===== config.mk =====
export PLATFORM = sky130hd
export DESIGN_NAME = arithEncoder
export DESIGN_NICKNAME = d
export VERILOG_FILES = /design/src/rtl/codecPkg.sv /design/src/rtl/codecIfs.sv /design/src/rtl/freqModel.sv /design/src/rtl/intervalDivider.sv /design/src/rtl/intervalCoder.sv /design/src/rtl/bitPacker.sv /design/src/rtl/arithEncoder.sv
export SDC_FILE = /design/constraint.sdc
export NUM_CORES = 2
export LEC_CHECK = 0
export ABC_AREA = 1
export BUFFER_PORTS_ARGS = -buffer_cell sky130_fd_sc_hd__clkbuf_2
export CAP_MARGIN = 20
export CORE_UTILIZATION = 50
export DETAILED_ROUTE_END_ITERATION = 8
export GPL_TIMING_DRIVEN = 0
export MAX_ROUTING_LAYER = met4
export PLACE_DENSITY = 0.77
export SYNTH_ARGS = -nofsm -noshare
export SYNTH_HDL_FRONTEND = slang
export SYNTH_HIERARCHICAL = 1
export SYNTH_SLANG_ARGS = --single-unit

===== constraint.sdc =====
create_clock -name clk -period 10.7 [get_ports clk]
set_input_delay 0.535 -clock clk [delete_from_list [all_inputs] [get_ports clk]]
set_output_delay 0.535 -clock clk [all_outputs]
set_load 0.02 [all_outputs]

===== src/rtl/codecPkg.sv =====
// precision and alphabet constants, coder FSM encoding and shared symbol/frequency types
package codecPkg;

    // interval precision
    localparam int PRECISION = 32;
    localparam logic [PRECISION-1:0] WHOLE = 1 << (PRECISION - 1);
    localparam logic [PRECISION-1:0] HALF = 1 << (PRECISION - 2);
    localparam logic [PRECISION-1:0] QUARTER = 1 << (PRECISION - 3);
    localparam logic [PRECISION-1:0] THREE_QUARTERS = 3 << (PRECISION - 3);

    // alphabet: 16 data symbols, EOF last
    localparam int NUM_SYMBOLS = 17;
    localparam int EOF_SYMBOL = 16;
    localparam int SYMBOL_W = 5;
    localparam int FREQ_W = 11;
    localparam int INIT_COUNT = 64;    // equal start count for every symbol

    localparam int PRODUCT_W = PRECISION + FREQ_W;   // width times frequency
    localparam int PENDING_W = 7;
    localparam int WORD_W = 32;

    typedef enum logic [3:0] {
        IDLE,
        MUL,
        DIV_HIGH,          // b from freqEnd
        DIV_LOW,           // a from freqBegin
        RESCALE,
        EMIT_PENDING,
        REQUEST_SYMBOL,
        UPDATE_MODEL,
        TERMINATE,
        WAIT_PACKER        // last word still with the host
    } coderState_e;

    typedef logic [SYMBOL_W-1:0] symbol_t;
    typedef logic [FREQ_W-1:0] freq_t;

endpackage


===== src/rtl/codecIfs.sv =====
// divider, frequency model and bit packer buses between the coder and its helpers
`timescale 1ns/100ps

interface divIf;
    import codecPkg::*;

    logic go;                         // one-cycle request
    logic [PRODUCT_W-1:0] dividend;
    freq_t divisor;
    logic done;                       // one-cycle result strobe
    logic [PRECISION-1:0] quotient;

    modport coder (output go, dividend, divisor, input done, quotient);
    modport divider (input go, dividend, divisor, output done, quotient);
endinterface

interface modelIf;
    import codecPkg::*;

    logic init;
    logic update;
    symbol_t symbol;
    freq_t freqBegin;   // table reads for symbol
    freq_t freqEnd;
    freq_t total;

    modport coder (output init, update, symbol, input freqBegin, freqEnd, total);
    modport model (input init, update, symbol, output freqBegin, freqEnd, total);
endinterface

interface packIf;
    logic bitValid;
    logic bitValue;
    logic flush;    // close the partial word
    logic full;     // word waiting for the host

    modport coder (output bitValid, bitValue, flush, input full);
    modport packer (input bitValid, bitValue, flush, output full);
endinterface


===== src/rtl/freqModel.sv =====
// adaptive cumulative frequency table with uniform init and decrement update
`timescale 1ns/100ps

module freqModel (
    input logic clk,
    input logic rstn,
    modelIf.model model
);
    import codecPkg::*;

    freq_t freqBegin [NUM_SYMBOLS];
    freq_t freqEnd [NUM_SYMBOLS];
    freq_t total;

    // symbol k covers INIT_COUNT*k up to INIT_COUNT*(k+1)
    always_ff @(posedge clk) begin
        if (!rstn || model.init) begin
            for (int i = 0; i < NUM_SYMBOLS; i++) begin
                freqBegin[i] <= freq_t'(INIT_COUNT * i);
                freqEnd[i] <= freq_t'(INIT_COUNT * (i + 1));
            end
            total <= freq_t'(INIT_COUNT * NUM_SYMBOLS);
        end else if (model.update) begin
            for (int i = 0; i < NUM_SYMBOLS; i++) begin
                if (i >= int'(model.symbol)) begin
                    freqEnd[i] <= freqEnd[i] - 1'b1;
                end
                if (i > int'(model.symbol)) begin    // lower symbols keep their begin
                    freqBegin[i] <= freqBegin[i] - 1'b1;
                end
            end
            total <= total - 1'b1;
        end
    end

    assign model.freqBegin = freqBegin[model.symbol];
    assign model.freqEnd = freqEnd[model.symbol];
    assign model.total = total;

    // EOF is coded once at the end and never adapts the table
    assert property (@(posedge clk) disable iff (!rstn)
        model.update |-> model.symbol != EOF_SYMBOL)
        else $error("model update requested for EOF");

endmodule


===== src/rtl/intervalDivider.sv =====
// restoring shift-subtract divider for product over total, one quotient bit per cycle
`timescale 1ns/100ps

module intervalDivider (
    input logic clk,
    input logic rstn,
    divIf.divider div
);
    import codecPkg::*;

    logic busy;
    logic [$clog2(PRODUCT_W)-1:0] stepCount;
    logic [FREQ_W-1:0] rem;          // partial remainder
    logic [PRODUCT_W-1:0] quo;       // dividend shifts out, quotient shifts in
    freq_t divisor;
    logic [FREQ_W:0] trial;
    logic [FREQ_W:0] diff;

    assign trial = {rem, quo[PRODUCT_W-1]};
    assign diff = trial - {1'b0, divisor};
    assign div.quotient = quo[PRECISION-1:0];   // upper bits are zero as product <= w*total

    always_ff @(posedge clk) begin
        if (!rstn) begin
            busy <= 1'b0;
            stepCount <= '0;
            div.done <= 1'b0;
        end else begin
            div.done <= 1'b0;
            if (div.go) begin
                busy <= 1'b1;
                stepCount <= '0;
            end else if (busy) begin
                stepCount <= stepCount + 1'b1;
                if (stepCount == PRODUCT_W - 1) begin   // last quotient bit this cycle
                    busy <= 1'b0;
                    div.done <= 1'b1;
                end
            end
        end
    end

    always_ff @(posedge clk) begin
        if (div.go) begin
            rem <= '0;
            quo <= div.dividend;
            divisor <= div.divisor;
        end else if (busy) begin
            if (!diff[FREQ_W]) begin
                rem <= diff[FREQ_W-1:0];
                quo <= {quo[PRODUCT_W-2:0], 1'b1};
            end else begin
                rem <= trial[FREQ_W-1:0];
                quo <= {quo[PRODUCT_W-2:0], 1'b0};
            end
        end
    end

    // coder must wait for done before the next request
    assert property (@(posedge clk) disable iff (!rstn) div.go |-> !busy)
        else $error("divider restarted while busy");

endmodule


===== src/rtl/intervalCoder.sv =====
// encoder FSM with subinterval update, rescaling with pending bits, symbol request and termination
`timescale 1ns/100ps

module intervalCoder (
    input logic clk,
    input logic rstn,
    input logic start,
    input logic newBitsProvided,
    input codecPkg::symbol_t inputSymbol,
    output logic idle,
    output logic newBitsRequested,
    divIf.coder div,
    modelIf.coder model,
    packIf.coder pack
);
    import codecPkg::*;

    coderState_e state;
    logic [PRECISION-1:0] a;          // interval low
    logic [PRECISION-1:0] b;          // interval high
    logic [PRECISION-1:0] w;
    logic [PRODUCT_W-1:0] prodLow;    // w*freqBegin for the division after b
    logic [PENDING_W-1:0] pending;
    logic pendingBit;                 // value of the deferred bits
    logic terminating;
    logic symbolAck;                  // second phase of the symbol handshake
    symbol_t symbol;
    logic lowHalf;
    logic highHalf;
    logic middle;

    assign lowHalf = b < HALF;
    assign highHalf = a > HALF;
    assign middle = (a > QUARTER) && (b < THREE_QUARTERS);

    assign model.symbol = symbol;
    assign model.init = (state == IDLE) && start;   // table ready for the first MUL
    assign model.update = (state == UPDATE_MODEL);

    // bit stream towards the packer is held off while a word waits for the host
    always_comb begin
        pack.bitValid = 1'b0;
        pack.bitValue = 1'b0;
        pack.flush = 1'b0;
        if (!pack.full) begin
            case (state)
                RESCALE: begin
                    pack.bitValid = lowHalf || highHalf;
                    pack.bitValue = !lowHalf;
                end
                EMIT_PENDING: begin
                    pack.bitValid = 1'b1;
                    pack.bitValue = pendingBit;
                end
                TERMINATE: begin
                    pack.bitValid = !terminating;
                    pack.bitValue = a > QUARTER;
                    pack.flush = terminating;     // all bits out so the word closes
                end
                default: ;
            endcase
        end
    end

    always_ff @(posedge clk) begin
        if (!rstn) begin
            state <= IDLE;
            idle <= 1'b1;
            newBitsRequested <= 1'b0;
            terminating <= 1'b0;
            symbolAck <= 1'b0;
            div.go <= 1'b0;
        end else begin
            div.go <= 1'b0;
            case (state)
                IDLE: begin
                    if (start) begin
                        symbol <= inputSymbol;
                        a <= '0;
                        b <= WHOLE;
                        w <= WHOLE;
                        pending <= '0;
                        terminating <= 1'b0;
                        idle <= 1'b0;
                        state <= MUL;
                    end
                end
                MUL: begin
                    div.dividend <= w * model.freqEnd;
                    div.divisor <= model.total;
                    div.go <= 1'b1;
                    prodLow <= w * model.freqBegin;
                    state <= DIV_HIGH;
                end
                DIV_HIGH: begin
                    if (div.done) begin
                        b <= a + div.quotient;    // a still holds the old low
                        div.dividend <= prodLow;
                        div.go <= 1'b1;
                        state <= DIV_LOW;
                    end
                end
                DIV_LOW: begin
                    if (div.done) begin
                        a <= a + div.quotient;
                        state <= RESCALE;
                    end
                end
                RESCALE: begin
                    if (lowHalf || highHalf) begin
                        if (!pack.full) begin
                            a <= lowHalf ? (a << 1) : ((a - HALF) << 1);
                            b <= lowHalf ? (b << 1) : ((b - HALF) << 1);
                            pendingBit <= lowHalf;   // pending bits are the opposite
                            if (pending != '0) begin
                                state <= EMIT_PENDING;
                            end
                        end
                    end else if (middle) begin
                        a <= (a - QUARTER) << 1;
                        b <= (b - QUARTER) << 1;
                        pending <= pending + 1'b1;
                    end else if (symbol == EOF_SYMBOL) begin
                        state <= TERMINATE;
                    end else begin
                        newBitsRequested <= 1'b1;
                        state <= UPDATE_MODEL;
                    end
                end
                EMIT_PENDING: begin
                    if (!pack.full) begin
                        pending <= pending - 1'b1;
                        if (pending == PENDING_W'(1)) begin
                            if (terminating) begin
                                state <= TERMINATE;
                            end else begin
                                state <= RESCALE;
                            end
                        end
                    end
                end
                UPDATE_MODEL: begin
                    w <= b - a;
                    state <= REQUEST_SYMBOL;
                end
                REQUEST_SYMBOL: begin
                    if (!symbolAck) begin
                        if (newBitsProvided) begin
                            newBitsRequested <= 1'b0;
                            symbol <= inputSymbol;
                            symbolAck <= 1'b1;
                        end
                    end else if (!newBitsProvided) begin
                        symbolAck <= 1'b0;
                        state <= MUL;
                    end
                end
                TERMINATE: begin
                    if (!pack.full) begin
                        if (!terminating) begin
                            // final bit picks the quarter and at least one opposite bit follows
                            pending <= pending + 1'b1;
                            pendingBit <= (a <= QUARTER);
                            terminating <= 1'b1;
                            state <= EMIT_PENDING;
                        end else begin
                            state <= WAIT_PACKER;
                        end
                    end
                end
                WAIT_PACKER: begin
                    if (!pack.full) begin   // last word read or nothing left to send
                        idle <= 1'b1;
                        state <= IDLE;
                    end
                end
                default: state <= IDLE;
            endcase
        end
    end

    // interval stays non-empty for the whole message
    assert property (@(posedge clk) disable iff (!rstn) !idle |-> a < b)
        else $error("interval low reached high");

    // deferred bits must fit the pending counter
    assert property (@(posedge clk) disable iff (!rstn)
        ((state == RESCALE && !lowHalf && !highHalf && middle) ||
         (state == TERMINATE && !terminating)) |-> pending != '1)
        else $error("pending bit counter overflow");

endmodule


===== src/rtl/bitPacker.sv =====
// packs code bits LSB first into output words, counts valid bytes, read handshake
`timescale 1ns/100ps

module bitPacker (
    input logic clk,
    input logic rstn,
    input logic readSuccess,
    output logic resultReady,
    output logic [2:0] validOutputBytes,
    output logic [codecPkg::WORD_W-1:0] out,
    packIf.packer pack
);
    import codecPkg::*;

    logic [$clog2(WORD_W)-1:0] cursor;   // next free bit
    logic readAck;                       // word taken, waiting for readSuccess to drop
    logic [2:0] flushBytes;

    // bytes touched by a partial word, rounded up
    assign flushBytes = 3'(({1'b0, cursor} + 6'd7) >> 3);

    always_ff @(posedge clk) begin
        if (!rstn) begin
            out <= '0;
            cursor <= '0;
            readAck <= 1'b0;
            resultReady <= 1'b0;
            validOutputBytes <= '0;
            pack.full <= 1'b0;
        end else begin
            if (resultReady) begin
                if (readSuccess) begin
                    resultReady <= 1'b0;
                    out <= '0;
                    cursor <= '0;
                    readAck <= 1'b1;
                end
            end else if (readAck) begin
                if (!readSuccess) begin
                    readAck <= 1'b0;
                    pack.full <= 1'b0;     // coder may continue
                end
            end else if (pack.bitValid) begin
                out[cursor] <= pack.bitValue;
                cursor <= cursor + 1'b1;
                if (cursor == WORD_W - 1) begin
                    pack.full <= 1'b1;
                    resultReady <= 1'b1;
                    validOutputBytes <= 3'd4;
                end
            end else if (pack.flush && cursor != '0) begin   // empty word is not presented
                pack.full <= 1'b1;
                resultReady <= 1'b1;
                validOutputBytes <= flushBytes;
            end
        end
    end

endmodule


===== src/rtl/arithEncoder.sv =====
// arithmetic encoder top: coder, divider, frequency model and bit packer on their buses
`timescale 1ns/100ps

module arithEncoder (
    input logic clk,
    input logic rstn,
    input logic start,
    input logic readSuccess,
    input logic newBitsProvided,
    input codecPkg::symbol_t inputSymbol,
    output logic idle,
    output logic resultReady,
    output logic newBitsRequested,
    output logic [2:0] validOutputBytes,
    output logic [codecPkg::WORD_W-1:0] out
);

    divIf divBus ();
    modelIf modelBus ();
    packIf packBus ();

    intervalCoder u_intervalCoder (
        .clk              (clk),
        .rstn             (rstn),
        .start            (start),
        .newBitsProvided  (newBitsProvided),
        .inputSymbol      (inputSymbol),
        .idle             (idle),
        .newBitsRequested (newBitsRequested),
        .div              (divBus),
        .model            (modelBus),
        .pack             (packBus)
    );

    intervalDivider u_intervalDivider (
        .clk  (clk),
        .rstn (rstn),
        .div  (divBus)
    );

    freqModel u_freqModel (
        .clk   (clk),
        .rstn  (rstn),
        .model (modelBus)
    );

    bitPacker u_bitPacker (
        .clk              (clk),
        .rstn             (rstn),
        .readSuccess      (readSuccess),
        .resultReady      (resultReady),
        .validOutputBytes (validOutputBytes),
        .out              (out),
        .pack             (packBus)
    );

endmodule


### Word-level counts from Yosys, hierarchy flattened

Memories as Yosys holds them, arrays and structs flattened. A register that Yosys moved wholly into a read port is not among the register bits.
Cells that the tools add are included.

| word-level totals | value |
|---|---|
| RAM bits | 374 |
| word-level logic and storage cells | 512 |
| flip-flop bits (word level) | 342 |
| input bits | 10 |
| memories kept | 2 |

Memory list:

| name | depth | width | read ports | clocked after memory_dff | wr ports | line | text |
|---|---|---|---|---|---|---|---|
| u_freqModel.freqBegin | 17 | 11 | 17 | 1 | 17 | freqModel.sv:11 | `freq_t freqBegin [NUM_SYMBOLS];` |
| u_freqModel.freqEnd | 17 | 11 | 18 | 1 | 17 | freqModel.sv:12 | `freq_t freqEnd [NUM_SYMBOLS];` |

| operators by class | value |
|---|---|
| add/subtract/negate cells | 46 |
| magnitude comparators | 40 |
| muxes and demuxes | 274 |
| reductions and logical operators | 43 |
| multiply operators | 2 |
| bitwise logic cells | 37 |
| eq/ne operators | 40 |

Operators with widths:

| operator | number |
|---|---|
| $mux W32 | 15 |
| $mux W11 | 34 |
| $sub A11 B1 Y11 const B | 34 |
| $pmux W32 S3 | 2 |
| $mux W1 | 172 |
| $mux W43 | 3 |
| $mul A32 B11 Y43 | 2 |
| $pmux W43 S2 | 1 |
| $lt A32 B31 Y1 const B | 2 |
| $mux W4 | 16 |
| $pmux W32 S2 | 1 |
| $sub A31 B30 Y31 const B | 2 |
| $sub A31 B31 Y31 const B | 2 |
| $mux W5 | 9 |
| $mux W7 | 6 |
| $ge A4 B5 Y1 const A | 8 |
| $gt A4 B5 Y1 const A | 8 |
| $pmux W4 S10 | 1 |
| $or A1 B1 Y1 | 33 |
| $add A32 B32 Y32 | 1 |
| $bwmux W32 | 1 |
| $gt A32 B30 Y1 const B | 1 |
| $gt A32 B31 Y1 const B | 1 |
| $le A32 B30 Y1 const B | 1 |
| 53 further kinds | 126 |

### Logic depth before layout (Yosys ltp)

| logic depth | value |
|---|---|
| depth in word-level cells | 8 |
| gate-level depth with buffers | 36 |

### By module

The synthesis kept the hierarchy.

Modules (own cells, without submodules):

| module | instances | seq. area each (µm²) | area an instance (µm²) | cells each |
|---|---|---|---|---|
| intervalCoder | 1 | 6366.1 | 35126.2 | 4536 |
| freqModel | 1 | 11120.7 | 23024.6 | 3054 |
| intervalDivider | 1 | 2001.9 | 3957.5 | 474 |
| bitPacker | 1 | 860.8 | 2192.1 | 327 |

### Worst setup path after synthesis

Ideal clock, no wire load.

| path | value |
|---|---|
| path kind | flip-flop to flip-flop |
| from | reg, netlist name u_intervalCoder/model.symbol[0] |
| to | reg u_intervalCoder.div.dividend[24] (data pin) |
| cell stages (with the launch flop) | 33 |
| setup time | 0.254 ns |
| arrival | 5.768 ns |
| period minus slack after synthesis | 6.022 ns |
| setup slack | 4.678 ns |
| buffers on the path | 4 |
| cell sequence | edfxtp_1 -> buf_2 -> inv_1 -> buf_2 -> buf_2 -> nand2_1 -> nand2_1 -> nand2_1 -> nand2_1 -> nand2_1 -> nand3_1 -> nor2_1 -> nor2_1 -> clkbuf_1 -> nand2_1 -> fa_1 -> fa_1 -> fa_1 -> inv_1 -> fa_1 -> inv_1 -> fa_1 -> inv_1 -> ha_1 -> a21oi_1 -> o21ai_0 -> nand2_1 -> nand2_1 -> nand3_1 -> nand3_1 -> or2_2 -> nand3_1 -> nand2_1 |

RTL lines:

| item | line | text |
|---|---|---|
| end signal, assigned | intervalCoder.sv:89 | `div.dividend <= w * model.freqEnd;` |
| end signal, assigned | intervalCoder.sv:98 | `div.dividend <= prodLow;` |
| end, declared | codecIfs.sv:13 | `modport coder (output go, dividend, divisor, input done, quotient);` |

==> flow_summary.toml <==
[critical_path]
rr_startpoint = "u_intervalCoder/model.symbol[0]"
critPathLaunchType = "flip-flop"
max_stage_delay_ns = 0.75
critPathMaxFanout = 12
crit_required_ns = 11.12
worstSetupStartpoint = "u_intervalCoder/model.symbol[0]"
reg2reg_setup_slack_ns = 1.45
critPathTopFamily = "adder cells"
crit_end = "u_intervalCoder/prodLow[36]"
r2r-end = "u_intervalCoder/prodLow[36]"
endpoint_kind = "flip-flop"
cp.depth = 25
critPathBufInv = 5
ff2ff_path_depth = 25
path_class = "reg -> reg"
cp_common_cell = "fa_1"
slowest_stage = "clkbuf_1"
critPathArrivalTime_ns = 9.67

[floorplanning]
die_w_um = 361
die_y_um = 361
ios = 48
start_util_pct = 50.4
die-area_sq_mm = 0.130
row_count = 131
core_area_sq_mm = 0.128

[yosys]
syn_inst = 8391
yosysUniqueCellTypes = 59
syn_area_per_cell_sq_um = 7.66
ys_warn_count = 6
async_flop_share_pct = 0
ys.flop_type = "edfxtp_1"
ys_seq_area_share_pct = 31.6
syn-num-nets = 9224
synth-seq-cells = 705
synth-edff-count = 623
syn_area_sq_mm = 0.0643

[sta]
maxSlewHeadroom_pct = 19.1
final-hold-violation-count = 0
rsz0062_at_grt = "false"
min_period_over_period_pct = 86.4
setup_violations = 0
finalSetupTns_ns = 0
finClkSkew_ns = 0.0501
fmax_ghz = 0.108
min_period_ns = 9.25
whs_ns = 0.175
drv_slew = 0
worst_pin_slew_ns = 1.21

[clocking]
cts_tree = "built"
cts-root-buf = "clkbuf_16"
clkTransAtPathRegs_ns = 0.06
clkLatencyLatePin_ns = 0.71
clk_path_buf_depth = 3
h-tree-depth = 3
cts_buffers = 81
post_cts_buffers = 0
clock-sinks = 705

[drt]
wl_mm = 216
detail-route-antenna-nets = 0
drc = 0
vias = 58900
firstDrtPassIters = 8
wl_per_cell_um = 21.0
drt-initial-drc-count = 8105
avgViaCountPerCell = 5.73

[global_route]
grt_pass1_vias = 56200
grt_util_all_layers_pct = 34.0
grt_pass1_wl_mm = 328
antenna_found_initial = 3
grt_start_max_net_pins = 42
grt-ovfl-total = 0

[place]
place_hpwl_mm = 172
gp_congestion = 1.05
portBuffers = 47
placed_area_sq_mm = 0.0670

[finish]
final_layout_size_suffix_gt1_share_pct = 4.95
area_delta_synth_final_pct = 8.34
fin_area_sq_mm = 0.0697
final_cell_mix = "2,514 x nand2_1, 1,355 x inv_1, 796 x nor2_1"
nets = 9385
final_common_cell = "nand2_1"

[job]
cap_violations = 0

[hold_path]
hold_depth = 3
worstHoldPathType = "in -> reg"

[run_status]
status = "complete, no violations"
logic make-up after synthesis:
group	count (synthesis)	share of synthesized area, %
AO/OA/AOI/OAI	981	8.19
adder cells (fa/ha/maj)	823	22.3
flip-flops	705	31.6
buffers and inverters	1699	10.3
AND/OR/NAND/NOR	4049	25.7
XOR/XNOR	134	1.83
cells in the mapped netlist, types with 9 or more instances:
master / number / area [sq um]
a21o_1: 14 / 105
a21oi_1: 477 / 2390
a31oi_1: 11 / 68.8
buf_1: 14 / 52.6
buf_2: 71 / 355
buf_4: 38 / 285
clkbuf_1: 201 / 754
dfxtp_1: 82 / 1640
edfxtp_1: 623 / 18700
fa_1: 541 / 10800
ha_1: 282 / 3530
inv_1: 1356 / 5090
inv_2: 16 / 60.1
nand2_1: 2514 / 9440
nand2_2: 10 / 62.6
nand3_1: 445 / 2230
nand3b_1: 33 / 248
nand4_1: 78 / 488
nor2_1: 797 / 2990
nor2_2: 10 / 62.6
nor3_1: 76 / 380
o211ai_1: 19 / 143
o21a_1: 16 / 120
o21ai_0: 362 / 1810
o21bai_1: 9 / 67.6
o22ai_1: 20 / 125
o31ai_1: 12 / 90.1
or2_2: 43 / 269
xnor2_1: 47 / 412
xor2_1: 87 / 762
flip-flops by register name, indices dropped and copies added, names as in the netlist, 11 cells and up:
name and count:
u_intervalDivider/quo 43, u_intervalDivider/divisor 11, u_freqModel/freqBegin 176, u_intervalCoder/b 32, u_intervalCoder/a 32, u_intervalDivider/rem 11
u_intervalCoder/div.dividend 43, u_bitPacker/out 32, u_freqModel/model.total 11, u_intervalCoder/w 32, u_intervalCoder/prodLow 43, u_intervalCoder/div.divisor 11
u_freqModel/freqEnd 187
worst reg2reg max path, stage by stage, from the launching register on:
cell      delay, ns
edfxtp_1       0.41
buf_2          0.23
buf_2          0.21
nand2_1        0.69
buf_2          0.55
o21ai_0        0.41
nor2_1         0.10
nor2_1         0.12
nor2_1         0.07
nand2_1        0.62
clkbuf_1       0.77
nand2_1        0.18
fa_1           0.48
fa_1           0.55
inv_1          0.06
fa_1           0.62
fa_1           0.45
fa_1           0.47
ha_1           0.45
a21oi_1        0.32
o21ai_0        0.25
a21oi_1        0.28
nor2_1         0.08
nor3_1         0.22
nand3_1        0.20
xor2_1         0.18
worst min path at each step:
stage / slack, ns / start / to
finish: 0.17 / newBitsProvided / u_intervalCoder/symbolAck
global route: 0.18 / newBitsProvided / u_intervalCoder/symbolAck
CTS: 0.12 / newBitsProvided / u_intervalCoder/symbolAck
detailed placement: 0.40 / u_intervalCoder/div.divisor[3] / u_intervalDivider/divisor[3]
global placement: 0.40 / u_intervalCoder/div.divisor[10] / u_intervalDivider/divisor[10]
floorplan: 0.40 / u_intervalCoder/div.divisor[0] / u_intervalDivider/divisor[0]
metrics by stage:
stage	instances	setup WS, ns	utilization, %
floorplan	8391	4.68	-
global placement	10100	2.00	52.2
detailed placement	10100	2.04	52.5
CTS	10300	1.97	54.6
global route	10300	1.48	54.6
finish	10300	1.45	54.6
area by class of cell:
class | count | area, sq um
Fill cell | 11900 | 57900
Multi-Input combinational cell | 5987 | 37400
Sequential cell | 705 | 20300
Inverter | 1373 | 5160
Clock buffer | 99 | 2090
Tap cell | 1662 | 2080
Buffer | 326 | 1470
Timing Repair Buffer | 78 | 581
Clock inverter | 53 | 528
Antenna cell | 4 | 10.0
metal layers:
metal | wire length, um | GRT usage, % | vias to the layer above
met5 | 0 | - | -
met4 | 10200 | 14.0 | 0
met3 | 25900 | 6.99 | 540
met2 | 94200 | 50.6 | 3466
met1 | 86100 | 45.1 | 28100
li1 | - | - | 26800
repair_timing:
item,CTS,global route
endpoints found under the hold margin,5,0
hold buffers,5,0
gates resized for setup,0,0
Power is not shown: default switching activity piles up to over one toggle a cycle in this logic, so the estimate is an artifact.
